--- src/design/drbg_pkg.sv ---
// Shared types and mixer constants for the reduced-width DRBG front end
// Mixer constants are 32 bits wide and are resized to reg_size where used

package drbg_pkg;

    // ----------------------------------------
    // FSM state encodings
    // ----------------------------------------
    typedef enum logic [2:0] {
        iface_idle,
        iface_lambda,
        iface_scalar_rnd,
        iface_masking_rnd,
        iface_keygen,
        iface_sign,
        iface_done
    } iface_state_e;

    typedef enum logic [2:0] {
        drbg_idle,
        drbg_update_key,
        drbg_update_val,
        drbg_generate,
        drbg_reduce
    } drbg_state_e;

    // Command latched by the DRBG when it leaves idle
    typedef enum logic {
        cmd_init,
        cmd_next
    } drbg_cmd_e;

    // ----------------------------------------
    // Mixer constants
    // ----------------------------------------
    localparam int          mix_rounds = 8;
    localparam int          mix_rot    = 7;
    localparam logic [31:0] mix_const  = 32'h9e37_79b9;

endpackage

--- src/design/drbg_mixer.sv ---
// Iterative keyed mixer, one round per clock; a size stand-in, not cryptographic
// Round 0 runs on the start edge, so done follows start by mix_rounds cycles
// Needs reg_size > mix_rot; a start while a pass is running is ignored

`timescale 1ns/100ps

module drbg_mixer
    import drbg_pkg::*;
#(
    parameter int reg_size = 32
) (
    input  logic                clk,
    input  logic                reset_n,
    input  logic                start,
    input  logic [reg_size-1:0] key,
    input  logic [reg_size-1:0] data_in,
    output logic [reg_size-1:0] data_out,
    output logic                done
);

    localparam int cnt_w = $clog2(mix_rounds);

    logic [reg_size-1:0] key_reg;
    logic [reg_size-1:0] state_reg;
    logic [cnt_w-1:0]    round_cnt;
    logic                busy;

    // XOR key, rotate left, add the round constant scaled by r+1
    function automatic logic [reg_size-1:0] mix_round(
        input logic [reg_size-1:0] k,
        input logic [reg_size-1:0] x,
        input logic [cnt_w-1:0]    r
    );
        logic [reg_size-1:0] t;
        t = x ^ k;
        t = (t << mix_rot) | (t >> (reg_size - mix_rot));
        return t + reg_size'(mix_const) * (reg_size'(r) + 1'b1);
    endfunction

    // Round counter and done pulse
    always_ff @(posedge clk) begin
        if (!reset_n) begin
            busy      <= 1'b0;
            round_cnt <= '0;
            done      <= 1'b0;
        end else begin
            done <= 1'b0;
            if (start && !busy) begin
                busy      <= 1'b1;
                round_cnt <= cnt_w'(1);
            end else if (busy) begin
                if (round_cnt == cnt_w'(mix_rounds - 1)) begin
                    busy <= 1'b0;
                    done <= 1'b1;
                end else begin
                    round_cnt <= round_cnt + 1'b1;
                end
            end
        end
    end

    // Datapath; final round lands on the same edge as done
    always_ff @(posedge clk) begin
        if (start && !busy) begin
            key_reg   <= key;
            state_reg <= mix_round(key, data_in, '0);
        end else if (busy) begin
            state_reg <= mix_round(key_reg, state_reg, round_cnt);
        end
    end

    assign data_out = state_reg;

endmodule

--- src/design/hmac_drbg.sv ---
// HMAC-DRBG style generator on top of drbg_mixer, three mixer passes per command
// group_order must exceed half the word range so one subtraction reduces
// Commands are accepted only while ready is high; init wins over next

`timescale 1ns/100ps

module hmac_drbg
    import drbg_pkg::*;
#(
    parameter int                  reg_size    = 32,
    parameter logic [reg_size-1:0] group_order = 32'hffff_fffb
) (
    input  logic                clk,
    input  logic                reset_n,
    input  logic                mode,
    input  logic                init_cmd,
    input  logic                next_cmd,
    input  logic [reg_size-1:0] seed,
    input  logic [reg_size-1:0] priv_key,
    input  logic [reg_size-1:0] hashed_msg,
    output logic                ready,
    output logic                valid,
    output logic [reg_size-1:0] rnd_out
);

    // Alternating 0101 pattern, low bits kept for any width
    localparam logic [reg_size-1:0] init_v = reg_size'({((reg_size + 1) / 2){2'b01}});

    drbg_state_e         state;
    drbg_cmd_e           cmd;
    logic [reg_size-1:0] k_reg;
    logic [reg_size-1:0] v_reg;
    logic [reg_size-1:0] in_word;

    logic                mix_start;
    logic [reg_size-1:0] mix_data;
    logic [reg_size-1:0] mix_out;
    logic                mix_done;

    drbg_mixer #(
        .reg_size (reg_size)
    ) drbg_mixer_i (
        .clk      (clk),
        .reset_n  (reset_n),
        .start    (mix_start),
        .key      (k_reg),
        .data_in  (mix_data),
        .data_out (mix_out),
        .done     (mix_done)
    );

    // Key update mixes V with the seed word on init, with 1 on next
    always_comb begin
        mix_data = v_reg;
        if (state == drbg_update_key) begin
            mix_data = v_reg ^ ((cmd == cmd_init) ? in_word : reg_size'(1));
        end
    end

    // ----------------------------------------
    // Command sequencing
    // ----------------------------------------
    always_ff @(posedge clk) begin
        if (!reset_n) begin
            state     <= drbg_idle;
            cmd       <= cmd_init;
            mix_start <= 1'b0;
            ready     <= 1'b1;
            valid     <= 1'b0;
            k_reg     <= '0;
            v_reg     <= init_v;
        end else begin
            mix_start <= 1'b0;
            case (state)
                drbg_idle: begin
                    if (init_cmd || next_cmd) begin
                        cmd       <= init_cmd ? cmd_init : cmd_next;
                        ready     <= 1'b0;
                        valid     <= 1'b0;
                        mix_start <= 1'b1;
                        state     <= drbg_update_key;
                        // Init starts again from the fixed K and V
                        if (init_cmd) begin
                            k_reg <= '0;
                            v_reg <= init_v;
                        end
                    end
                end
                drbg_update_key: begin
                    if (mix_done) begin
                        k_reg     <= mix_out;
                        mix_start <= 1'b1;
                        state     <= drbg_update_val;
                    end
                end
                drbg_update_val: begin
                    if (mix_done) begin
                        v_reg     <= mix_out;
                        mix_start <= 1'b1;
                        state     <= drbg_generate;
                    end
                end
                drbg_generate: begin
                    if (mix_done) begin
                        v_reg <= mix_out;
                        state <= drbg_reduce;
                    end
                end
                drbg_reduce: begin
                    ready <= 1'b1;
                    valid <= 1'b1;
                    state <= drbg_idle;
                end
                default: state <= drbg_idle;
            endcase
        end
    end

    // Seed word captured with the command, output reduced once below the order
    always_ff @(posedge clk) begin
        if (state == drbg_idle && (init_cmd || next_cmd)) begin
            in_word <= mode ? (priv_key ^ hashed_msg) : seed;
        end
        if (state == drbg_reduce) begin
            rnd_out <= (v_reg >= group_order) ? v_reg - group_order : v_reg;
        end
    end

endmodule

--- src/design/ecc_hmac_drbg_interface.sv ---
// Sequences the DRBG for lambda, scalar, masking and nonce values
// en is a one-cycle strobe and is ignored while ready is low
// Outputs not produced in a run keep their previous value

`timescale 1ns/100ps

module ecc_hmac_drbg_interface
    import drbg_pkg::*;
#(
    parameter int                  reg_size    = 32,
    parameter logic [reg_size-1:0] group_order = 32'hffff_fffb
) (
    input  logic                clk,
    input  logic                reset_n,
    input  logic                keygen_sign,
    input  logic                en,
    input  logic [reg_size-1:0] seed,
    input  logic [reg_size-1:0] priv_key,
    input  logic [reg_size-1:0] iv,
    input  logic [reg_size-1:0] hashed_msg,
    output logic                ready,
    output logic [reg_size-1:0] lambda,
    output logic [reg_size-1:0] scalar_rnd,
    output logic [reg_size-1:0] masking_rnd,
    output logic [reg_size-1:0] nonce
);

    iface_state_e        state;
    iface_state_e        state_next;
    iface_state_e        state_last;

    logic                hmac_mode;
    logic                hmac_init;
    logic                hmac_next;
    logic                hmac_ready;
    logic                hmac_valid;
    logic                hmac_valid_last;
    logic                hmac_valid_edge;
    logic [reg_size-1:0] hmac_seed;
    logic [reg_size-1:0] hmac_rnd;
    logic                first_cycle;

    hmac_drbg #(
        .reg_size    (reg_size),
        .group_order (group_order)
    ) hmac_drbg_i (
        .clk        (clk),
        .reset_n    (reset_n),
        .mode       (hmac_mode),
        .init_cmd   (hmac_init),
        .next_cmd   (hmac_next),
        .seed       (hmac_seed),
        .priv_key   (priv_key),
        .hashed_msg (hashed_msg),
        .ready      (hmac_ready),
        .valid      (hmac_valid),
        .rnd_out    (hmac_rnd)
    );

    assign first_cycle     = (state != state_last);
    assign hmac_valid_edge = hmac_valid && !hmac_valid_last;
    assign ready           = (state == iface_idle);

    // ----------------------------------------
    // DRBG request per state
    // ----------------------------------------
    always_comb begin
        hmac_mode = (state == iface_sign);
        hmac_seed = '0;
        hmac_init = 1'b0;
        hmac_next = 1'b0;
        case (state)
            iface_lambda, iface_scalar_rnd, iface_masking_rnd: hmac_seed = iv;
            iface_keygen: hmac_seed = seed;
            default:      hmac_seed = '0;
        endcase
        // Command on the first cycle only; the DRBG is ready there
        if (first_cycle && hmac_ready) begin
            case (state)
                iface_lambda, iface_keygen, iface_sign: hmac_init = 1'b1;
                iface_scalar_rnd, iface_masking_rnd:    hmac_next = 1'b1;
                default: ;
            endcase
        end
    end

    // Next state
    always_comb begin
        state_next = state;
        case (state)
            iface_idle: begin
                if (en && hmac_ready) state_next = iface_lambda;
            end
            iface_lambda: begin
                if (hmac_valid_edge) state_next = iface_scalar_rnd;
            end
            iface_scalar_rnd: begin
                if (hmac_valid_edge) begin
                    state_next = keygen_sign ? iface_masking_rnd : iface_keygen;
                end
            end
            iface_masking_rnd: begin
                if (hmac_valid_edge) state_next = iface_sign;
            end
            iface_keygen, iface_sign: begin
                if (hmac_valid_edge) state_next = iface_done;
            end
            default: state_next = iface_idle;
        endcase
    end

    always_ff @(posedge clk) begin
        if (!reset_n) begin
            state           <= iface_idle;
            state_last      <= iface_idle;
            hmac_valid_last <= 1'b0;
        end else begin
            state           <= state_next;
            state_last      <= state;
            hmac_valid_last <= hmac_valid;
        end
    end

    // Result capture on the valid edge
    always_ff @(posedge clk) begin
        if (!reset_n) begin
            lambda      <= '0;
            scalar_rnd  <= '0;
            masking_rnd <= '0;
            nonce       <= '0;
        end else if (hmac_valid_edge) begin
            case (state)
                iface_lambda:             lambda      <= hmac_rnd;
                iface_scalar_rnd:         scalar_rnd  <= hmac_rnd;
                iface_masking_rnd:        masking_rnd <= hmac_rnd;
                iface_keygen, iface_sign: nonce       <= hmac_rnd;
                default: ;
            endcase
        end
    end

endmodule

--- src/design/ecc_drbg_top.sv ---
// Top level of the random-value front end; sets width and group order
// group_order must exceed half the word range

`timescale 1ns/100ps

module ecc_drbg_top #(
    parameter int                  reg_size    = 32,
    parameter logic [reg_size-1:0] group_order = 32'hffff_fffb
) (
    input  logic                clk,
    input  logic                reset_n,
    input  logic                keygen_sign,
    input  logic                en,
    input  logic [reg_size-1:0] seed,
    input  logic [reg_size-1:0] priv_key,
    input  logic [reg_size-1:0] iv,
    input  logic [reg_size-1:0] hashed_msg,
    output logic                ready,
    output logic [reg_size-1:0] lambda,
    output logic [reg_size-1:0] scalar_rnd,
    output logic [reg_size-1:0] masking_rnd,
    output logic [reg_size-1:0] nonce
);

    ecc_hmac_drbg_interface #(
        .reg_size    (reg_size),
        .group_order (group_order)
    ) ecc_hmac_drbg_interface_i (
        .clk         (clk),
        .reset_n     (reset_n),
        .keygen_sign (keygen_sign),
        .en          (en),
        .seed        (seed),
        .priv_key    (priv_key),
        .iv          (iv),
        .hashed_msg  (hashed_msg),
        .ready       (ready),
        .lambda      (lambda),
        .scalar_rnd  (scalar_rnd),
        .masking_rnd (masking_rnd),
        .nonce       (nonce)
    );

endmodule

--- config.mk ---
export PLATFORM = sky130hd
export DESIGN_NAME = ecc_drbg_top
export DESIGN_NICKNAME = d
export VERILOG_FILES = /design/src/design/drbg_pkg.sv /design/src/design/drbg_mixer.sv /design/src/design/hmac_drbg.sv /design/src/design/ecc_hmac_drbg_interface.sv /design/src/design/ecc_drbg_top.sv
export SDC_FILE = /design/constraint.sdc
export NUM_CORES = 1
export LEC_CHECK = 0
export ABC_AREA = 1
export BUFFER_PORTS_ARGS = -buffer_cell sky130_fd_sc_hd__buf_2
export CAP_MARGIN = 40
export CELL_PAD_IN_SITES_DETAIL_PLACEMENT = 0
export CELL_PAD_IN_SITES_GLOBAL_PLACEMENT = 1
export CORE_UTILIZATION = 43
export CTS_CLUSTER_DIAMETER = 50
export DETAILED_ROUTE_END_ITERATION = 7
export PLACE_DENSITY = 0.93
export SETUP_SLACK_MARGIN = 0.5
export SKIP_LAST_GASP = 1
export SYNTH_ARGS = -nofsm -noshare
export SYNTH_HDL_FRONTEND = slang
export SYNTH_SLANG_ARGS = --single-unit
export TNS_END_PERCENT = 1
--- constraint.sdc ---
create_clock -name clk -period 6.29 [get_ports clk]
set_clock_uncertainty 0.2 [all_clocks]
set_input_delay 0.3145 -clock clk [delete_from_list [all_inputs] [get_ports clk]]
set_output_delay 0.3145 -clock clk [all_outputs]
set_load 0.005 [all_outputs]
---- Yosys cells after proc, flatten, opt, wreduce, memory -nomap -nowiden ----
Index checks and enable logic that the tools add are counted.
word-level totals
  memory bits (writable) .................. 0
  input bits .............................. 132
  output and inout bits ................... 129
  memories ................................ 0
  latch bits .............................. 0
  memory bits (read-only) ................. 0
  flip-flop bits (word level) ............. 339
  word-level logic and storage cells ...... 138
operators by class
  magnitude comparators ................... 1
  add/subtract/negate cells ............... 5
  shift operators ......................... 0
  bitwise logic cells ..................... 9
  multiplexer cells ....................... 43
  reduce and logical (&&, ||, !) cells .... 34
  equal/unequal tests ..................... 23
  divide/modulo/power cells ............... 0
  $mul .................................... 1
operator list
  cell                                                                     number
  32-bit two-way mux                                                       11
  32-bit one-hot mux with 2 select lines                                   3
  32-bit bitwise XOR                                                       4
  32-bit by 7-bit OR with 32-bit output                                    2
  32-bit adder                                                             1
  32-bit adder, second input constant                                      1
  32-bit greater-or-equal comparator, second input constant                1
  32-bit by 32-bit multiplier with 32-bit output, first input constant     1
  32-bit subtractor, second input constant                                 1
  3-bit two-way mux                                                        10
  2-bit by 1-bit inequality test with 1-bit output, second input constant  10
  2-bit AND reduction                                                      8
  1-bit two-way mux                                                        15
  3-bit one-hot mux with 5 select lines                                    1
  3-bit by 2-bit == test with 1-bit output, second input constant          4
  3-bit == test, second input constant                                     4
  3-bit one-hot mux with 4 select lines                                    1
  4-bit AND reduction                                                      3
  2-bit OR reduction                                                       5
  3-bit OR reduction                                                       3
  2-bit nonzero test                                                       4
  3-bit by 1-bit == test with 1-bit output, second input constant          2
  3-bit zero test                                                          2
  1-bit logical AND                                                        5
  9 further kinds                                                          14

---- Depth between registers and ports, before layout ----
  depth after elaboration ................. 7
  depth in mapped cells ................... 22
  depth with buffers taken out ............ 22

---- By module ----
A second synthesis with hierarchy kept.
unflattened totals
  cells, all modules ...................... 2614
  area, all modules ....................... 19258.5 um^2
modules (own cells, without submodules)
  module                   seq. area each (um^2)  cells an instance  area each (um^2)  times used
  drbg_mixer               2021.9                 1146               7707.4            1
  hmac_drbg                3343.2                 740                6227.2            1
  ecc_hmac_drbg_interface  2702.6                 728                5323.9            1

---- Least setup slack after synthesis ----
OpenSTA, ideal clock, no wires.
  kind .................................... reg-to-reg
  from .................................... register ecc_hmac_drbg_interface_i.hmac_drbg_i.drbg_mixer_i.round_cnt[0]
  to ...................................... register ecc_hmac_drbg_interface_i.hmac_drbg_i.drbg_mixer_i.state_reg[19] (netlist: ecc_hmac_drbg_interface_i.hmac_drbg_i.drbg_mixer_i.data_out[19]) (data pin)
  library setup time ...................... 0.256 ns
  path slack .............................. 1.830 ns
  cell stages (with the launch flop) ...... 19
  data required time ...................... 5.834 ns
  data arrival time ....................... 4.004 ns
  path buffers ............................ 0
  period minus slack after synthesis ...... 4.460 ns
  cell sequence ........................... dfxtp_1 > inv_1 > ha_1 > inv_1 > fa_1 > fa_1 > fa_1 > ha_1 > nand2_1 > nor2_1 > inv_1 > nor2_1 > nand2_1 > nand2_1 > inv_1 > o21ai_0 > a21oi_1 > o21ai_0 > nand2_1
between the ends
  word-level cells in the longest chain between the ends .. 5
ends and longest elaborated chain
  element                                         line              source
  start: declaration                              drbg_mixer.sv:25  logic [cnt_w-1:0] round_cnt;
  start signal: assignment                        drbg_mixer.sv:50  round_cnt <= cnt_w'(1);
  start signal: assignment                        drbg_mixer.sv:56  round_cnt <= round_cnt + 1'b1;
  3-bit by 1-bit adder with 4-bit output          drbg_mixer.sv:37  return t + reg_size'(mix_const) * (reg_size'(r) + 1'b1);
  32-bit by 32-bit multiplier with 32-bit output  drbg_mixer.sv:37
  32-bit adder                                    drbg_mixer.sv:37
  32-bit two-way mux                              drbg_mixer.sv:67  end else if (busy) begin
  32-bit two-way mux                              drbg_mixer.sv:64  if (start && !busy) begin
  end signal: assignment                          drbg_mixer.sv:66  state_reg <= mix_round(key, data_in, '0);
  end signal: assignment                          drbg_mixer.sv:68  state_reg <= mix_round(key_reg, state_reg, round_cnt);
  end: declaration                                drbg_mixer.sv:24  logic [reg_size-1:0] state_reg;
No other way between the ends. The select of a mux whose other input is x is not followed.
A chain may end at the register's enable or synchronous reset.

---- Worst setup path in the final report ----
  from .................................... register ecc_hmac_drbg_interface_i.hmac_drbg_i.drbg_mixer_i.round_cnt[0]
  to ...................................... register ecc_hmac_drbg_interface_i.hmac_drbg_i.drbg_mixer_i.state_reg[22] (netlist: ecc_hmac_drbg_interface_i.hmac_drbg_i.drbg_mixer_i.data_out[22]) (data pin)
Same word-level chain as after synthesis.

==> impl_metrics.csv <==
group,metric,value,unit
route,drc_errors,0,
global_route,grt_start_max_net_pins,93,
status,status,"complete, no violations",
die,core,43200,µm²
hold_path,hp-class,"in -> reg",
logic_synthesis,synth_top_family_by_area,"simple AND/OR/NAND/NOR gates",
route,final_antenna_net_count,0,
setup_path,startpoint_type,"flop",
sta,finalHoldViolCount,0,
global_route,grt_pass1_vias,17300,
layout,layout-drive-gt1-share,15.5,%
logic_synthesis,synth.area.mux_share,0,%
logic_synthesis,yosysUniqueCellTypes,49,
setup_path,crit_type,"reg -> reg",
route,drt_first_iter_violations,1773,
clock_tree,cts_setup_buffers,0,
logic_synthesis,synth_compound_area_share,14.2,%
logic_synthesis,syn_area,18900,µm²
clock_tree,clkSinkCount,339,
global_route,grt_first_pass_wirelength,98300,µm
sta,slew_headroom,40.0,%
place,hpwlAfterDp,48000,µm
die,dieWidth,211,µm
place,dpl_cell_area,20800,µm²
clock_tree,insertion_delay,0.59,ns
clock_tree,clockBufferDepth,3,
clock_tree,cts_hold_buf,84,
clock_tree,cts_resized,0,
logic_synthesis,synth-xor-area-share,4.36,%
pwr,p_per_area,671,nW/µm²
sta,max_freq,0.191,GHz
die,start_util,43.7,%
sta,fin_ws,1.06,ns
clock_tree,cts.clk_slew.worst_paths,0.06,ns
route,via_count,18100,
sta,rsz0062_at_grt,"false",
layout,insertedDiodeCount,0,
setup_path,max_stage_delay,0.66,ns
setup_path,critPathMaxFanout,8,
die,die_area,44700,µm²
clock_tree,clockRootBuffer,"clkbuf_16",
layout,nNetsFinal,2954,
sta,fin_crit_sh,83.1,%
logic_synthesis,avgSynthCellArea,7.76,µm²
pwr,vdd_ir_drop_max,0.480,mV
sta,setup_viol,0,
setup_path,slowest_stage,"o21ai_0",
run,max_cap_viol_count,0,
route,wl_per_cell,19.2,µm
global_route,overflow,0,
logic_synthesis,ys_async_sr_fraction,0,%
sta,worstMarginPinSlew,0.900,ns
sta,slew_violations,0,
pwr,finalPower,15.4,mW
route,first_pass_iters,6,
global_route,grt_use_total,28.9,%
place,place_ws,1.09,ns
place,place_inst,3197,
sta,hold_ws,0.0200,ns
global_route,antenna_found_initial,0,
route,wl,64600,µm
route,viasPerCell,5.38,
layout,design_area,22900,µm²
logic_synthesis,yosys_warnings,0,
layout,synthToLayoutAreaGrowth,21.6,%
die,row_count,76,
logic_synthesis,synth-simple-area-share,23.6,%
logic_synthesis,ys_seq_area_share,42.8,%
setup_path,cp.required,6.40,ns
layout,stdcell_count,3356,
logic_synthesis,synth-adder-area-share,6.59,%
place,port_buffers,260,
logic_synthesis,netlist_instances,2431,
clock_tree,htree_levels,2,
setup_path,path_cells,"inv_1 > ha_1 > inv_1 > fa_1 > ha_1 > inv_1 > fa_1 > inv_1 > ha_1 > nand2_1 > inv_1 > nand2_1 > o21ai_0 > a21o_1 > nand3_1 > nand2_1 > nand2_1 > nand3_1 > nand2_1",
die,io_pins,261,
logic_synthesis,synth_flop_cell,"dfxtp_1",
logic_synthesis,synth-seq-cells,339,
clock_tree,cts_made_buffers,40,
setup_path,critPathArrivalTime,5.34,ns
sta,period_minus_slack,5.23,ns
sta,tns,0,ns
layout,postLayoutCoreUtil,53.1,%
logic_synthesis,syn_nets,2645,
die,dieHeight,211,µm
logic_synthesis,synth-edff-count,128,
place,gp_congestion,1.02,
setup_path,end_kind,"flop",
pwr,leakagePower,10.4,nW
clock_tree,cts_tree,"built",
## layout make-up
cell class	count	area [µm²]
flip-flops and latches	339	8070
well taps	585	732
fillers	4017	20200
repair buffers	368	2470
clock buffers	54	1100
inverters	304	1140
clock inverters	19	198
multi-input cells	1687	9240
## power breakdown
group	internal, mW	switching, mW	leakage, nW
logic	3.26	6.49	6.93
registers	3.02	0.363	2.88
clock network	1.29	0.970	0.623
## worst paths after layout
path,from,end,slack (ns),cells past startpoint
worst max-delay path,flop,flop,1.06,19
worst min-delay path,seed[20],ecc_hmac_drbg_interface_i.hmac_drbg_i.in_word[20]$_DFFE_PP_,0.02,3
worst max register to register,flop,flop,1.06,19
worst min register to register,ecc_hmac_drbg_interface_i.hmac_drbg_i.valid$_SDFFE_PN0P_,ecc_hmac_drbg_interface_i.hmac_valid_last$_SDFF_PN0_,0.26,2
## critical path: cells and delay by family, from the launching register on
family                     cells  cell delay, ns
and+or+nand+nor                7            0.53
adders and majority gates      5            2.19
DFF                            1            0.48
AOI/OAI and AO/OA              2            0.95
buffers and inverters          5            0.60
## cell usage after synthesis, types with 7 or more instances
| master | number | share of area [%] |
|---|---|---|
| clkbuf_1 | 76 | 1.5 |
| nand3_1 | 160 | 4.2 |
| nand4_1 | 14 | 0.46 |
| edfxtp_1 | 128 | 20 |
| o21ai_0 | 230 | 6.1 |
| nor3_1 | 10 | 0.27 |
| nor2_4 | 12 | 0.72 |
| inv_2 | 16 | 0.32 |
| a31oi_1 | 7 | 0.23 |
| fa_1 | 29 | 3.1 |
| xor2_1 | 27 | 1.3 |
| dfxtp_1 | 211 | 22 |
| ha_1 | 53 | 3.5 |
| nand2_1 | 390 | 7.8 |
| nor2_2 | 11 | 0.36 |
| nand3b_1 | 7 | 0.28 |
| nor4_1 | 7 | 0.23 |
| xnor2_1 | 65 | 3.0 |
| o211ai_1 | 20 | 0.80 |
| nor2_1 | 379 | 7.5 |
| nand2_2 | 22 | 0.73 |
| buf_2 | 12 | 0.32 |
| a221oi_1 | 32 | 1.5 |
| a21oi_1 | 147 | 3.9 |
| inv_1 | 288 | 5.7 |
| or2_2 | 7 | 0.23 |
| a211oi_1 | 15 | 0.60 |
## layer usage
metal	up-vias	wire [µm]	global-route usage [%]
li1	8613	-	-
met1	8473	27200	37.4
met2	839	29800	47.7
met3	133	4670	4.33
met4	0	2900	12.8
met5	-	0	0
## cell usage in the layout (no fill, tap or decap), types with 53 or more instances in the layout
cell	instances
xnor2_1	65
edfxtp_1	128
nand3_1	160
a21oi_1	147
ha_1	53
nand2_1	389
nor2_1	373
dfxtp_1	211
dlygate4sd3_1	86
buf_2	259
inv_1	288
o21ai_0	230
## cells by family (layout without fill, tap and decap cells)
logic type	Yosys count	in the layout
AO/OA/AOI/OAI	478	478
flip-flops	339	339
adder cells (fa/ha/maj)	82	82
XOR/XNOR	93	93
AND/OR/NAND/NOR	1034	1034
buffers and inverters	405	745
No activity file was read; power rests on OpenSTA's default activity.
